--- src/design/lcd_pkg.sv ---
/* shared types and constants for the 4x20 serial LCD controller
   init table follows the SSD1803 sequence for an 8-bit, 4-line panel */
package lcd_pkg;

	// widths with a meaning of their own
	typedef logic [7:0] bus_byte_t;
	typedef logic [7:0] char_t;
	typedef logic [6:0] char_addr_t;
	typedef logic [3:0] nibble_t;

	// control nibbles, high half of the start byte
	localparam nibble_t ctrl_command = 4'b0001;
	localparam nibble_t ctrl_data    = 4'b0101;
	localparam nibble_t ctrl_read    = 4'b0011;

	// busy flag position in the status byte
	localparam int busy_bit = 7;

	// init commands as control nibble, low nibble, high nibble
	localparam int init_num_commands = 22;
	localparam nibble_t init_table [0:init_num_commands*3-1] = '{
		ctrl_command, 4'b1011, 4'b0011,
		ctrl_command, 4'b0010, 4'b0000,
		ctrl_command, 4'b0110, 4'b0000,
		ctrl_command, 4'b1001, 4'b0000,
		ctrl_command, 4'b0000, 4'b0001,
		ctrl_command, 4'b0000, 4'b1100,
		// rom select, then its data byte
		ctrl_command, 4'b0010, 4'b0111,
		ctrl_data,    4'b0000, 4'b0000,
		// temperature control, then its data byte
		ctrl_command, 4'b0110, 4'b0111,
		ctrl_data,    4'b0010, 4'b0000,
		ctrl_command, 4'b1010, 4'b0011,
		ctrl_command, 4'b0010, 4'b0001,
		// bias, oscillator, regulator and contrast
		ctrl_command, 4'b1001, 4'b0011,
		ctrl_command, 4'b1011, 4'b0001,
		ctrl_command, 4'b0111, 4'b0101,
		ctrl_command, 4'b0000, 4'b0111,
		ctrl_command, 4'b1110, 4'b0110,
		// entry mode, display on, clear, return home
		ctrl_command, 4'b1000, 4'b0011,
		ctrl_command, 4'b0110, 4'b0000,
		ctrl_command, 4'b1100, 4'b0000,
		ctrl_command, 4'b0001, 4'b0000,
		ctrl_command, 4'b0010, 4'b0000
	};

	// controller states
	typedef enum logic [4:0] {
		st_wait_reset, st_reset, st_resetted,
		st_init_send, st_init_wait,
		st_busy_cmd, st_busy_read, st_busy_done, st_busy_check,
		st_hold_off, st_idle,
		st_home_ctrl, st_home_lo, st_home_hi, st_home_wait,
		st_data_ctrl, st_data
	} lcd_state_t;

endpackage

--- src/design/serial_master.sv ---
/* byte-wide serial master, sclk = in_clk/4 idling high, lsb first
   data changes on falling sclk, sdi sampled on rising sclk
   cs_n stays low while bus_enable is held at the end of each byte */
`timescale 1ns/1ns

module serial_master (
	input  logic               in_clk,
	input  logic               in_rst,
	input  logic               bus_enable,
	input  lcd_pkg::bus_byte_t tx_byte,
	output logic               byte_next,
	output logic               bus_ready,
	output lcd_pkg::bus_byte_t rx_byte,
	output logic               cs_n,
	output logic               sclk,
	output logic               sdo,
	input  logic               sdi
);
	import lcd_pkg::*;

	// idle, one setup cycle with cs_n low, then shifting
	typedef enum logic [1:0] {sm_idle, sm_lead, sm_shift} sm_state_t;

	sm_state_t state;
	logic [1:0] phase;
	logic [2:0] bit_cnt;
	logic byte_next_q;
	logic cs_n_q;
	logic sclk_q;
	logic sdo_q;
	bus_byte_t tx_shift;
	bus_byte_t rx_shift;
	bus_byte_t rx_byte_q;

	// phase 0,1 sclk low; phase 2,3 sclk high
	logic load_idle;
	logic bit_end;
	logic byte_end;
	logic load_next;
	logic sample;

	assign load_idle = (state == sm_idle) && bus_enable;
	assign bit_end   = (state == sm_shift) && (phase == 2'd3);
	assign byte_end  = bit_end && (bit_cnt == 3'd7);
	assign load_next = byte_end && bus_enable;
	assign sample    = (state == sm_shift) && (phase == 2'd1);

	// ----------------------------------------
	// control and line registers
	// ----------------------------------------
	always_ff @(posedge in_clk) begin
		if (in_rst) begin
			state       <= sm_idle;
			phase       <= 2'd0;
			bit_cnt     <= 3'd0;
			byte_next_q <= 1'b0;
			cs_n_q      <= 1'b1;
			sclk_q      <= 1'b1;
			sdo_q       <= 1'b0;
		end else begin
			byte_next_q <= 1'b0;
			unique case (state)
				sm_idle: begin
					if (load_idle) begin
						byte_next_q <= 1'b1;
						cs_n_q      <= 1'b0;
						state       <= sm_lead;
					end
				end
				sm_lead: begin
					// first falling edge with bit 0
					sclk_q  <= 1'b0;
					sdo_q   <= tx_shift[0];
					phase   <= 2'd0;
					bit_cnt <= 3'd0;
					state   <= sm_shift;
				end
				sm_shift: begin
					phase <= phase + 2'd1;
					if (sample) begin
						sclk_q <= 1'b1;
					end
					if (load_next) begin
						// back-to-back byte, chip select held
						byte_next_q <= 1'b1;
						sclk_q      <= 1'b0;
						sdo_q       <= tx_byte[0];
						bit_cnt     <= 3'd0;
					end else if (byte_end) begin
						cs_n_q <= 1'b1;
						state  <= sm_idle;
					end else if (bit_end) begin
						sclk_q  <= 1'b0;
						sdo_q   <= tx_shift[1];
						bit_cnt <= bit_cnt + 3'd1;
					end
				end
				default: state <= sm_idle;
			endcase
		end
	end

	// ----------------------------------------
	// shift registers, no reset needed
	// ----------------------------------------
	always_ff @(posedge in_clk) begin
		if (load_idle || load_next) begin
			tx_shift <= tx_byte;
		end else if (bit_end) begin
			tx_shift <= {1'b0, tx_shift[7:1]};
		end
		// lsb arrives first, shifts down to bit 0
		if (sample) begin
			rx_shift <= {sdi, rx_shift[7:1]};
		end
		if (byte_end) begin
			rx_byte_q <= rx_shift;
		end
	end

	assign bus_ready = (state == sm_idle);
	assign byte_next = byte_next_q;
	assign rx_byte   = rx_byte_q;
	assign cs_n      = cs_n_q;
	assign sclk      = sclk_q;
	assign sdo       = sdo_q;

endmodule

--- config.mk ---
export PLATFORM = sky130hd
export DESIGN_NAME = serial_master
export DESIGN_NICKNAME = d
export VERILOG_FILES = /design/src/design/lcd_pkg.sv /design/src/design/serial_master.sv
export SDC_FILE = /design/constraint.sdc
export NUM_CORES = 1
export LEC_CHECK = 0
export BUFFER_PORTS_ARGS = -buffer_cell sky130_fd_sc_hd__buf_2
export CAP_MARGIN = 20
export CORE_MARGIN = 10
export CORE_UTILIZATION = 25
export DETAILED_ROUTE_END_ITERATION = 7
export GPL_TIMING_DRIVEN = 0
export PLACE_DENSITY = 0.4
export SETUP_SLACK_MARGIN = 0.1
export SYNTH_ARGS = -nofsm -noshare
export SYNTH_HDL_FRONTEND = slang
export SYNTH_SLANG_ARGS = --single-unit
--- constraint.sdc ---
create_clock -name in_clk -period 4.4 [get_ports in_clk]
set_input_delay 1.32 -clock in_clk [delete_from_list [all_inputs] [get_ports in_clk]]
set_output_delay 1.32 -clock in_clk [all_outputs]
set_load 0.005 [all_outputs]
* Word-level counts from Yosys, hierarchy flattened *
Cells that the tools add are included.
Widths: inputs -> output; s select.

storage, ports and cells
  output and inout port bits = 13
  bits in read-only memories = 0
  memories kept = 0
  bits in latches = 0
  input bits = 12
  flip-flop bits (word level) = 35
  RAM bits = 0

operators by class
  eq/ne operators = 10
  reductions and logical operators = 13
  add/subtract/negate cells = 2
  shift-type cells = 0
  order comparisons = 0
  divide/modulo/power cells = 0
  muxes and demuxes = 27
  bitwise logic cells = 0
  multiply operators = 0

operators with widths
  cell                 number
  $mux 8               2
  $mux 1               12
  $mux 3               3
  $pmux 1 s2           4
  $mux 2               3
  $ne 3x3->1 const B   2
  $pmux 2 s3           1
  $pmux 3 s2           1
  $reduce_and 3->1     2
  $reduce_bool 2->1    3
  $logic_and 1x1->1    5
  $eq 2x1->1 const B   2
  $eq 2x2->1 const B   2
  $ne 2x2->1 const B   2
  $pmux 2 s2           1
  $reduce_and 4->1     1
  $add 3x1->3 const B  1
  $eq 3x3->1 const B   1
  $add 2x1->2 const B  1
  $logic_not 2->1      1
  $ne 2x1->1 const B   1
  $logic_or 1x1->1     1

* Logic depth before layout (Yosys ltp) *
  depth after elaboration = 7
  depth in mapped cells = 6
  gate-level depth less buffers = 5

* Worst setup path after synthesis *
Ideal clock, no wire load.

  path type = input to register
  start = input port bus_enable
  end = register bit_cnt[0]
  path buffers = 0
  required time = 4.341 ns
  path slack = 2.359 ns
  data arrival time = 1.982 ns
  stages on the path = 3
  cells stage by stage = nand2b_1 > a311oi_2 > mux2_2

between the ends
  word-level cells in the longest chain between the ends = 3

ends and longest elaborated chain
  what                                                      RTL line             RTL
  start: declaration                                        serial_master.sv:9   input logic bus_enable,
  $logic_and 1x1->1 *                                       serial_master.sv:45  assign load_next = byte_end && bus_enable;
  $ne 3x3->1 (no line) or $mux 3 (tied branches)            --
  $reduce_and 3->1 (no line) or $pmux 3 s2 (tied branches)  --
  end signal: assignment                                    serial_master.sv:95  bit_cnt <= bit_cnt + 3'd1;
  end: declaration                                          serial_master.sv:26  logic [2:0] bit_cnt;

Every way passes the cells marked *; elsewhere a longest branch is shown, timed or not.
A chain may end at the register's enable or synchronous reset.

* Worst setup path after layout *
  start = register state[0]
  end = output port bus_ready

between the ends
  word-level cells in the longest chain between the ends = 1

ends and longest elaborated chain
  what                      RTL line              RTL
  start: declaration        serial_master.sv:24   sm_state_t state;
  start signal: assignment  serial_master.sv:53   state <= sm_idle;
  start signal: assignment  serial_master.sv:67   state <= sm_lead;
  start signal: assignment  serial_master.sv:76   state <= sm_shift;
  $logic_not 2->1           serial_master.sv:121  assign bus_ready = (state == sm_idle);
  end: declaration          serial_master.sv:12   output logic bus_ready,

No other way between the ends.

==> impl_metrics.tcl <==
set metrics [dict create \
    cts-htree-levels 2 \
    cts_root_buf "clkbuf_8" \
    clk_latency_ns 0.28 \
    max_freq_mhz 395 \
    avgRoutedWirePerCell_um 12.8 \
    syn_nets 118 \
    ctsHoldBuffers 0 \
    synth_seq_cells 35 \
    place_inst 194 \
    cts_buffers 5 \
    dieArea_mm2 0.00915 \
    synthTopCellsByArea "edfxtp_1, dfxtp_1, mux2_2, ha_1, nand2_1" \
    place_congestion 0.714 \
    path_class "flop to output pin" \
    status "finished, final reports clean" \
    grt.overflow.total 0 \
    routed_wl_mm 2.58 \
    clkSlewWorstSetupHoldPaths_ns 0.07 \
    via_per_inst 4.17 \
    fp-row-count 27 \
    stdcell_count 202 \
    diodes 0 \
    cts_tree "built" \
    grt_pass1_wl_mm 4.17 \
    synthCells 98 \
    post_cts_buffers 0 \
    drcViolationCount 0 \
    cp_slowest_stage_delay_ns 0.33 \
    port_buffers 24 \
    synth.avg_cell_area_um2 14.6 \
    synth_area_leader_cell "edfxtp_1" \
    reg2regPathDepth 5 \
    cp-start-kind "flop" \
    setup_ws_ns 1.87 \
    r2r-start "bit_cnt[0]$_SDFFE_PP0P_" \
    core_mm2 0.00554 \
    grt_pass1_vias 862 \
    grt.total_usage_pct 6.05 \
    worst_pin_slew_ns 0.372 \
    ir_drop_mv 0.165 \
    first_pass_iters 3 \
    clk_path_buf_depth 2 \
    vias 843 \
    synth-edff-count 24 \
    synthToLayoutAreaGrowth_pct 20.4 \
    die_y_um 95.6 \
    min_path_type "flop to flop" \
    synth_flop_cell "edfxtp_1" \
    fin_crit_ns 2.53 \
    cellLeakagePower_uw 0.000662 \
    post-place-ws_ns 2.10 \
    grt_max_degree 11 \
    async_flop_share_pct 0 \
    drive_above_1_share_pct 33.8 \
    initial_core_util_pct 25.8 \
    setup-violations-final 0 \
    whs_ns 0.427 \
    clock_sinks 35 \
    cts_resized 0 \
    yosys.area.top_type_share_pct 50.4 \
    final_area_mm2 0.00172 \
    antenna_found_initial 0 \
    path_cells "inv_1 > ha_1 > buf_2" \
    crit_required_ns 3.08 \
    clock_skew_ns 0.00657 \
    r2r_end "tx_shift[2]$_DFFE_PP_" \
    die_x_um 95.6 \
    max_cap_violations 0 \
    rsz0062_at_grt "no" \
    nNetsFinal 149 \
    p_per_area_mw_per_mm2 508 \
    crit_path_end "bus_ready" \
    cp_max_fo 6 \
    hold_viol_final 0 \
    ant_nets 0 \
    report.final.slew_viol_count 0 \
    end_kind "output pin" \
    dpl.hpwl_mm 1.97 \
    drt_iter0_drc 20 \
    crit_start "state[0]$_SDFFE_PP0P_" \
    relSlewSlack_pct 75.0 \
    slowest_stage "dfxtp_1" \
    ys_warn_count 0 \
    postPlaceCellArea_mm2 0.00164 \
    yosysUniqueCellTypes 27 \
    synth_area_mm2 0.00143 \
    rrSetupSlack_ns 2.47 \
    setup-tns-final_ns 0 \
    arrival_ns 1.21 \
    synth_seq_area_share_pct 65.8 \
    min_period_over_period_pct 57.5 \
    io_pins 25 \
]
final cells by class:
cell class	instances	area, um^2
Fill cell	602	3820
Buffer	2	10.0
Sequential cell	35	941
Tap cell	72	90.1
Timing Repair Buffer	24	120
Multi-Input combinational cell	56	460
Clock inverter	1	5.00
Clock buffer	7	76.3
Inverter	5	18.8
power by group:
part | leakage (uW) | switching [uW] | internal, uW
sequential | 0.000310 | 18.5 | 409
combinational | 0.000310 | 123 | 105
clock | 0.0000422 | 109 | 111
total | 0.000662 | 250 | 625
how the worst min path moves through the flow:
stage / slack (ns) / to / from / depth (start not counted)
3_3_place_gp: 0.40 / rx_byte[0]$_DFFE_PN_ / rx_shift[0]$_DFFE_PP_ / 0
5_1_grt: 0.43 / rx_byte[0]$_DFFE_PN_ / rx_shift[0]$_DFFE_PP_ / 0
6_report: 0.43 / rx_byte[0]$_DFFE_PN_ / rx_shift[0]$_DFFE_PP_ / 0
4_1_cts: 0.43 / rx_byte[0]$_DFFE_PN_ / rx_shift[0]$_DFFE_PP_ / 0
3_5_place_dp: 0.41 / rx_byte[0]$_DFFE_PN_ / rx_shift[0]$_DFFE_PP_ / 0
2_1_floorplan: 0.40 / rx_byte[0]$_DFFE_PN_ / rx_shift[0]$_DFFE_PP_ / 0
metrics by stage:
| stage | utilization, % | power [uW] |
|---|---|---|
| after floorplan | - | 600 |
| after global placement | 29.6 | 664 |
| after detailed placement | 29.6 | 670 |
| after CTS | 31.1 | 893 |
| after global routing | 31.1 | 938 |
| final | 31.1 | 875 |
critical path: cells and delay by family, from the launching register on:
family	cells	cell delay [ns]
fa+ha+maj	1	0.32
buf+inv	2	0.28
flops	1	0.33
synthesized netlist by cell type (2+ instances only):
cell / n
a21oi_1: 2
a22o_1: 2
a311oi_1: 2
and2_1: 2
buf_2: 2
dfxtp_1: 11
edfxtp_1: 24
ha_1: 8
inv_1: 5
mux2_2: 9
mux2i_1: 2
nand2_1: 9
nand2b_1: 2
nor2_1: 3
nor3_1: 2
o21ai_0: 2
cell families (layout without fill, tap and decap cells):
logic type | count (synthesis) | count (layout) | synth area share, %
DFF | 35 | 35 | 65.8
AOI/OAI and AO/OA | 15 | 15 | 8.84
muxes | 11 | 11 | 8.49
adders and majority gates | 8 | 8 | 7.00
buffers and inverters | 7 | 39 | 2.01
and+or+nand+nor | 22 | 22 | 7.87
sequential cells by signal, indices dropped and copies added (netlist names), 2 cells and up:
| name | count |
|---|---|
| state | 2 |
| tx_shift | 8 |
| phase | 2 |
| bit_cnt | 3 |
| rx_byte | 8 |
| rx_shift | 8 |
layout by cell type, fill, tap and decap left out, drive strengths merged, types with 3 or more instances in the layout:
cell / synthesis / final
a311oi: 3 / 3
ha: 8 / 8
clkbuf: 0 / 7
mux2: 9 / 9
o21ai: 3 / 3
dfxtp: 11 / 11
edfxtp: 24 / 24
nand2: 9 / 9
nor2: 3 / 3
buf: 2 / 26
inv: 5 / 5
layer usage:
layer	up-vias	share of wire (%)	wire, um	GRT usage, %
li1	423	-	-	-
met1	389	44	1140	6.71
met2	23	44	1140	8.97
met3	8	9.3	241	3.22
met4	0	2.4	61	3.69
met5	-	0	0	0
Power figures use the tool's default switching activity.
