$ cat config.mk
export PLATFORM = sky130hd
export DESIGN_NAME = text_buffer
export DESIGN_NICKNAME = d
export VERILOG_FILES = /design/src/design/lcd_pkg.sv /design/src/design/text_buffer.sv
export SDC_FILE = /design/constraint.sdc
export NUM_CORES = 1
export LEC_CHECK = 0
export BUFFER_PORTS_ARGS = -buffer_cell sky130_fd_sc_hd__buf_2
export CORE_MARGIN = 1
export CORE_UTILIZATION = 32
export CTS_CLUSTER_SIZE = 12
export DETAILED_ROUTE_END_ITERATION = 7
export MAX_ROUTING_LAYER = met4
export PLACE_DENSITY = 0.48
export SKIP_LAST_GASP = 1
export SLEW_MARGIN = 20
export SYNTH_ARGS = -nofsm -noshare
export SYNTH_HDL_FRONTEND = slang
export SYNTH_SLANG_ARGS = --single-unit
$ cat constraint.sdc
create_clock -name in_clk -period 4 [get_ports in_clk]
set_input_delay 0.4 -clock in_clk [delete_from_list [all_inputs] [get_ports in_clk]]
set_output_delay 0.4 -clock in_clk [all_outputs]
set_load 0.01 [all_outputs]
$ cat src/design/lcd_pkg.sv
/* shared types and constants for the 4x20 serial LCD controller
   init table follows the SSD1803 sequence for an 8-bit, 4-line panel */
package lcd_pkg;

	// widths with a meaning of their own
	typedef logic [7:0] bus_byte_t;
	typedef logic [7:0] char_t;
	typedef logic [6:0] char_addr_t;
	typedef logic [3:0] nibble_t;

	// control nibbles, high half of the start byte
	localparam nibble_t ctrl_command = 4'b0001;
	localparam nibble_t ctrl_data    = 4'b0101;
	localparam nibble_t ctrl_read    = 4'b0011;

	// busy flag position in the status byte
	localparam int busy_bit = 7;

	// init commands as control nibble, low nibble, high nibble
	localparam int init_num_commands = 22;
	localparam nibble_t init_table [0:init_num_commands*3-1] = '{
		ctrl_command, 4'b1011, 4'b0011,
		ctrl_command, 4'b0010, 4'b0000,
		ctrl_command, 4'b0110, 4'b0000,
		ctrl_command, 4'b1001, 4'b0000,
		ctrl_command, 4'b0000, 4'b0001,
		ctrl_command, 4'b0000, 4'b1100,
		// rom select, then its data byte
		ctrl_command, 4'b0010, 4'b0111,
		ctrl_data,    4'b0000, 4'b0000,
		// temperature control, then its data byte
		ctrl_command, 4'b0110, 4'b0111,
		ctrl_data,    4'b0010, 4'b0000,
		ctrl_command, 4'b1010, 4'b0011,
		ctrl_command, 4'b0010, 4'b0001,
		// bias, oscillator, regulator and contrast
		ctrl_command, 4'b1001, 4'b0011,
		ctrl_command, 4'b1011, 4'b0001,
		ctrl_command, 4'b0111, 4'b0101,
		ctrl_command, 4'b0000, 4'b0111,
		ctrl_command, 4'b1110, 4'b0110,
		// entry mode, display on, clear, return home
		ctrl_command, 4'b1000, 4'b0011,
		ctrl_command, 4'b0110, 4'b0000,
		ctrl_command, 4'b1100, 4'b0000,
		ctrl_command, 4'b0001, 4'b0000,
		ctrl_command, 4'b0010, 4'b0000
	};

	// controller states
	typedef enum logic [4:0] {
		st_wait_reset, st_reset, st_resetted,
		st_init_send, st_init_wait,
		st_busy_cmd, st_busy_read, st_busy_done, st_busy_check,
		st_hold_off, st_idle,
		st_home_ctrl, st_home_lo, st_home_hi, st_home_wait,
		st_data_ctrl, st_data
	} lcd_state_t;

endpackage

$ cat src/design/text_buffer.sv
/* character memory, one host write per cycle, read is combinational
   writes at or above LCD_SIZE are dropped, contents survive reset */
`timescale 1ns/1ns

module text_buffer #(
	parameter int LCD_SIZE = 80
) (
	input  logic                in_clk,
	input  logic                wr_en,
	input  lcd_pkg::char_addr_t wr_addr,
	input  lcd_pkg::char_t      wr_char,
	input  lcd_pkg::char_addr_t rd_addr,
	output lcd_pkg::char_t      rd_char
);
	import lcd_pkg::*;

	// one entry per screen position
	char_t mem [0:LCD_SIZE-1];

	// address range checks
	logic wr_in_range;
	logic rd_in_range;

	assign wr_in_range = (wr_addr < LCD_SIZE);
	assign rd_in_range = (rd_addr < LCD_SIZE);

	// ----------------------------------------
	// host write port
	// ----------------------------------------
	always_ff @(posedge in_clk) begin
		if (wr_en && wr_in_range) begin
			mem[wr_addr] <= wr_char;
		end
	end

	// ----------------------------------------
	// controller read port
	// ----------------------------------------
	// out of range reads give a blank code
	always_comb begin
		rd_char = '0;
		if (rd_in_range) begin
			rd_char = mem[rd_addr];
		end
	end

endmodule

# --- Word-level counts from Yosys, hierarchy flattened ---
# Memory sizes are Yosys's and may differ from the RTL's.
# Cells that the tools add are included.
word_totals:
  ram_bits: 640
  register_bits: 0
  mem_count: 1
  elab_cells: 7
mem_list:
  columns: ["memory", "depth", "width", "read_ports", "rd_ports_with_merged_regs", "write_ports", "line_no", "source"]
  rows:
  - ["mem", 80, 8, 1, 0, 1, "text_buffer.sv:18", "char_t mem [0:LCD_SIZE-1];"]
op_classes:
  reduce_logical: 1
  order_cmp: 2
  mux: 3
ops:
  columns: ["op", "n"]
  rows:
  - ["less-than comparator 7 bit (second input constant)", 2]
  - ["two-way mux 8 bit", 1]
  - ["two-way mux 1 bit", 2]
  - ["logical AND 1 bit", 1]

# --- Logic depth before layout (Yosys ltp) ---
# Gate-level depths: netlist (run 1).
logic_depth:
  word_depth: 4
  depth_mapped: 9

# --- Worst setup path before layout (run 1) ---
# OpenSTA, ideal clock, no wires.
synth_path:
  path_type: "input -> output"
  start: "in rd_addr[0]"
  end: "out rd_char[0]"
  required_ns: 3.600
  slack_ns: 1.335
  path_stages: 8
  t_arrival_ns: 2.265
  path_cell_list: "buf_6 -> buf_6 -> buf_2 -> mux4_2 -> a22oi_1 -> nand2_1 -> a2111oi_0 -> a22oi_1"
synth_between:
  elab_chain_cells: 2
synth_lines:
  columns: ["element", "line_no", "source"]
  rows:
  - ["start, declared", "text_buffer.sv:12", "input lcd_pkg::char_addr_t rd_addr,"]
  - ["memory read (80 x 8 bit) / less-than comparator 7 bit (equally long branches)", null, null]
  - ["two-way mux 8 bit *", "text_buffer.sv:42", "if (rd_in_range) begin"]
  - ["end, declared", "text_buffer.sv:13", "output lcd_pkg::char_t rd_char"]
# Mark *: on every way between the ends. The rest lies on a longest branch, timed or not.

# --- Final worst setup path (run 1) ---
layout_path:
  start: "in rd_addr[0]"
  end: "out rd_char[5]"
# The elaborated chain is that of the path after synthesis.

==> results of run 1 <==
-- synth_stat cells, types with 8 or more instances --
library cell  number
nand2b_1          11
nand2_1           33
nor3_1            12
buf_2             12
mux2_2            37
edfxtp_1         640
mux4_2           152
nand4_1            8
clkbuf_1          28
nor2b_1            8
a22o_1             8
nor2_1            96
a2111oi_0          8
o22ai_1           16
a22oi_1           24
o21ai_0            9
mux2i_1           27
-- cell usage in the layout, fill, tap and decap left out, types with 9 or more instances in the layout --
cell type and n:
edfxtp_1 640, mux4_2 152, buf_4 130, nor2_1 96
clkbuf_16 71, mux2_2 37, nand2_1 33, mux2i_1 27
buf_2 25, a22oi_1 24, o22ai_1 16, clkinv_1 16
clkbuf_1 16, nor3_1 12, nand2b_1 11, o21ai_0 9
-- through the flow --
stage | total power, W | worst slack, ps | hold slack (ps) | utilization (%) | std cells
finish | 0.0140 | 514 | 50.7 | 38.1 | 2408
global route | 0.0144 | 405 | 71.5 | 38.1 | 2408
CTS | 0.0141 | 439 | 50.4 | 38.1 | 2407
detailed placement | 0.00825 | 457 | 669 | 35.5 | 2298
global placement | 0.00824 | 444 | 674 | 35.5 | 2298
floorplan | 0.00791 | 1330 | 499 | - | 1164
-- cell type report --
class | count | area (um^2) | share of cell area, %
inverter | 1 | 3.75 | 0.0129
clock inverter | 22 | 171 | 0.588
timing repair buffer | 162 | 1240 | 4.24
multi-input combinational | 465 | 5380 | 18.5
antenna | 1 | 2.50 | 0.00859
sequential | 640 | 19200 | 66.0
tap | 1030 | 1290 | 4.42
clock buffer | 87 | 1840 | 6.30
-- layer usage --
layer	GRT usage (%)	vias up	share of wire (%)
met2	25.9	278	48
met5	-	-	0
li1	-	5188	-
met1	22.4	6476	45
met4	5.04	0	2.1
met3	2.97	84	4.7
-- final timing paths --
check / cells after the start / from / slack (ps) / endpoint
worst max-delay path: 9 / rd_addr[0] / 510 / rd_char[5]
worst min-delay path: 1 / wr_char[2] / 50 / mem[22][2]
-- worst max-delay path: cells and delay by family --
family / cells / cell delay (ps)
AO/OA/AOI/OAI: 4 / 1110
multiplexers: 1 / 540
buffers and inverters: 4 / 980
-- kinds of logic (layout without fill, tap and decap cells) --
kind of cell | count (synthesis) | count (layout) | share of synthesized area, %
DFF | 640 | 640 | 77.2
other | 0 | 1 | 0
AOI/OAI and AO/OA | 70 | 70 | 1.97
buffers and inverters | 59 | 272 | 1.21
muxes | 216 | 216 | 16.5
and+or+nand+nor | 179 | 179 | 3.14
-- power by group --
part	total (W)	leakage, nW	internal, W	switching (W)
combinational	0.000693	2.45	0.000262	0.000432
clock	0.00587	0.970	0.00340	0.00246
sequential	0.00740	5.75	0.00740	0.00000354
total	0.0140	9.18	0.0111	0.00290
==> metrics.yaml, run 1 <==
sta:
  slew_violations: 0
  finalSetupViolCount: 0
  post-route-period-util_pct: 87.1
  setup_tns_ps: 0
  worst_pin_slew_ps: 963
  clock.fmax_ghz: 0.287
  period_minus_slack_ps: 3490
  relSlewSlack_pct: 35.6
  rsz0062_at_grt: "false"
  hold_viol_final: 0
clocking:
  cts_root_buf: "clkbuf_16"
  h-tree-depth: 3
  post_cts_buffers: 0
  cts_sinks: 640
  cts-buffers-inserted: 68
  cts.repair.resized: 0
  postCtsHoldBufs: 0
  clk_pin_slew_ps: 60
  clock_path_buffers: 3
  cts_tree: "yes"
floorplan:
  die_h_um: 281
  die_x_um: 281
  initial_core_util_pct: 32.6
  die-area_um2: 78900
  pin_count: 32
  core_area_um2: 76500
  fp-row-count: 101
worst_setup_path:
  worstPathRequired_ps: 3600
  cpMostUsedCell: "a22oi_1"
  critical-path-max-stage-delay_ps: 540
  worstSetupEndpointType: "primary output"
  start_kind: "input port"
  cp_max_fo: 38
  cp.arrival_ps: 3090
  crit_chain: "buf_8 > buf_12 > mux4_2 > a22oi_1 > a21oi_1 > a2111oi_0 > buf_4 > a22oi_1 > buf_2"
  critPathKind: "in -> out"
  worst_path_max_delay_cell: "mux4_2"
route:
  ant_nets: 0
  drtIter0Drc: 1063
  routedWlPerCell_um: 25.9
  vias: 12000
  drt_first_pass_iters: 8
  drcViolationCount: 2
  wl_mm: 62.5
  avgViaCountPerCell: 4.99
logic_synthesis:
  synth_cells: 1164
  syn_nets: 1188
  avgSynthCellArea_um2: 21.4
  ys_types: 26
  synth_flop_cell: "edfxtp_1"
  ys_seq_elements: 640
  synth-seq-area-share_pct: 77.2
  yosys.area.top_type: "edfxtp_1"
  yosys-top-cells-area: "edfxtp_1 (77%), mux4_2 (14%), mux2_2 (1.7%)"
  ys_warn_count: 0
  async_flop_share_pct: 0
  synth_top_area_share_pct: 77.2
  synth-edff-count: 640
  synth_area_um2: 24900
place:
  place_area_um2: 27100
  routabilityCongestion: 0.785
  hpwl_mm: 39.2
  portBuffers: 31
grt:
  grt_pass1_wl_mm: 90.3
  antenna_found_initial: 1
  grt_remaining_overflow: 0
  grt.total_usage_pct: 16.7
  grt_pass1_vias: 12500
  grt_max_degree: 80
worst_hold_path:
  hp-class: "in -> reg"
cells_and_area:
  final_area_um2: 29100
  area_delta_synth_final_pct: 17.0
  nFillCells: 6939
  regMostFlops: "mem"
  nets: 1362
  reg.largest.list: "mem: 640 flops"
  largest_register_ff_count: 640
  drive_gt1_share_pct: 31.1
run_status:
  status: "finished, violations left"
  violations: "design-rule violations"
pwr:
  powerDensity_nw_per_um2: 479
  leakagePower_nw: 9.18
  irDropWorstVdd_mv: 0.248
job:
  maxCapViolCount: 0
Note: power is estimated with default switching activity, not from simulation.
==> inputs of run 2 (changes only) <==
Settings changed: CELL_PAD_IN_SITES_DETAIL_PLACEMENT from default to 1, CELL_PAD_IN_SITES_GLOBAL_PLACEMENT from default to 2, GPL_ROUTABILITY_DRIVEN from default to 0, PLACE_DENSITY 0.48 to 0.58.
Clock period 4 ns to 2.95 ns, I/O delays scaled along.
==> metrics.yaml, run 2 (same netlist as run 1, synthesis figures left out) <==
run_status:
  status: "finished, violations left"
  violations: "negative setup slack"
worst_setup_path:
  cpMostUsedCell: "mux4_2"
  cp.arrival_ps: 2690
  worst_path_max_delay_cell: "mux4_2"
  worstPathRequired_ps: 2650
  cp_max_fo: 1
  critical-path-max-stage-delay_ps: 530
  critPathKind: "reg -> out"
  start_kind: "flop"
  worstSetupEndpointType: "primary output"
  crit_chain: "mux4_2 > mux4_2 > nand2b_4 > nand4_1 > a22oi_1 > buf_4 > buf_6"
grt:
  grt_remaining_overflow: 0
  grt_max_degree: 81
  grt.total_usage_pct: 17.2
  grt_pass1_wl_mm: 93.9
  grt_pass1_vias: 13100
  antenna_found_initial: 1
sta:
  post-route-period-util_pct: 101
  rsz0062_at_grt: "true"
  hold_viol_final: 0
  slew_violations: 0
  whs_ps: 131
  finalSetupViolCount: 5
  relSlewSlack_pct: 29.5
  worst_pin_slew_ps: 1060
  period_minus_slack_ps: 2990
  setup_tns_ps: -141
  clock.fmax_ghz: 0.335
  setup_ws_ps: -38.2
cells_and_area:
  final_common_cell: "edfxtp_1"
  regMostFlops: "mem"
  nFillCells: 7340
  nets: 1409
  fin_util_pct: 39.0
  largest_register_ff_count: 640
  drive_gt1_share_pct: 34.9
  layout_common_cells: "edfxtp_1 (640), buf_4 (161), mux4_2 (152)"
  area_delta_synth_final_pct: 19.7
  reg.largest.list: "mem: 640 flops"
  final_area_um2: 29800
route:
  drcViolationCount: 0
  met1_length_mm: 29.3
  vias: 12200
  avgViaCountPerCell: 4.97
  drtIter0Drc: 966
  wl_mm: 64.1
  ant_nets: 0
  route.met2.wl_mm: 31.6
  top_layer_used: "met4"
  drt_first_pass_iters: 5
  wl_met3_mm: 2.15
  routedWlPerCell_um: 26.0
pwr:
  switchingPower_w: 0.00408
  seqPwrFrac_pct: 52.2
  internal_power_w: 0.0151
  power_frac_comb_pct: 5.5
  powerDensity_nw_per_um2: 644
  irDropWorstVdd_mv: 0.348
  leakagePower_nw: 9.51
  clockPowerShare_pct: 42.3
  p_sw_share_pct: 21.2
clocking:
  postCtsHoldBufs: 0
  post_cts_buffers: 0
  cts_sinks: 640
  cts_tree: "yes"
  h-tree-depth: 3
  clock_path_buffers: 3
  cts_root_buf: "clkbuf_16"
  clk_pin_slew_ps: 60
  cts-buffers-inserted: 71
place:
  pre_cts_ws_ps: -117
  portBuffers: 31
  hpwl_mm: 41.8
  place_area_um2: 27600
floorplan:
  core_area_um2: 76500
  pin_count: 32
  die_h_um: 281
  fp-row-count: 101
  initial_core_util_pct: 32.6
  die-area_um2: 78900
  die_x_um: 281
worst_hold_path:
  hp-class: "in -> reg"
job:
  maxCapViolCount: 0
[run 2: cell count changes in the layout (fill, tap and decap cells not counted), moves of 5 or more]
cell       before  now
buf_4         130  161
a22oi_2         0   10
clkbuf_16      71   76
buf_12          6   17
a22oi_1        24   14
a2111oi_0       8    1
[run 2: path summary, 6_finish.rpt]
kind | from | to | slack (ps) | cells past startpoint
worst max-delay path | mem[61][4] | rd_char[4] | -40 | 7
worst min-delay path | wr_char[2] | mem[5][2] | 130 | 1
[run 2: repair_timing]
item / 4_1_cts / 5_1_grt
pin swaps: 14 / 3
setup endpoints to repair: 8 / 8
gates resized for setup: 23 / 5
[run 2: final cells by class]
type | instances | area, um^2 | share of cell area [%]
clock inverter | 23 | 118 | 0.394
antenna | 1 | 2.50 | 0.00839
multi-input combinational | 465 | 5500 | 18.4
clock buffer | 96 | 1980 | 6.63
sequential | 640 | 19200 | 64.5
inverter | 1 | 3.75 | 0.0126
tap | 1030 | 1290 | 4.32
timing repair buffer | 206 | 1710 | 5.74
[run 2: stage by stage]
step	instances	total power, W
2_1_floorplan	1164	0.0107
6_report	2462	0.0192
5_1_grt	2462	0.0198
4_1_cts	2461	0.0195
3_3_place_gp	2345	0.0113
3_5_place_dp	2345	0.0113
[run 2: per-layer routing]
| layer | vias up | track usage (%) |
|---|---|---|
| met2 | 199 | 27.7 |
| met3 | 77 | 2.72 |
| met1 | 6668 | 22.9 |
| li1 | 5290 | - |
| met5 | - | - |
| met4 | 0 | 3.81 |
[run 2: power by group through the flow]
stage / clock network [W] / registers, W / logic, W
2_1_floorplan: 0 / 0.0102 / 0.000500
3_3_place_gp: 0 / 0.0102 / 0.00104
3_5_place_dp: 0 / 0.0102 / 0.00106
4_1_cts: 0.00836 / 0.0100 / 0.00108
5_1_grt: 0.00866 / 0.0100 / 0.00113
6_report: 0.00813 / 0.0100 / 0.00105
[run 2: worst max-delay path: cells and delay by family (launching register included)]
kind                   cells  cell delay, ps
AO/OA/AOI/OAI              1              90
buffers and inverters      2             290
flip-flops                 1             370
multiplexers               2            1030
AND/OR/NAND/NOR            2             310
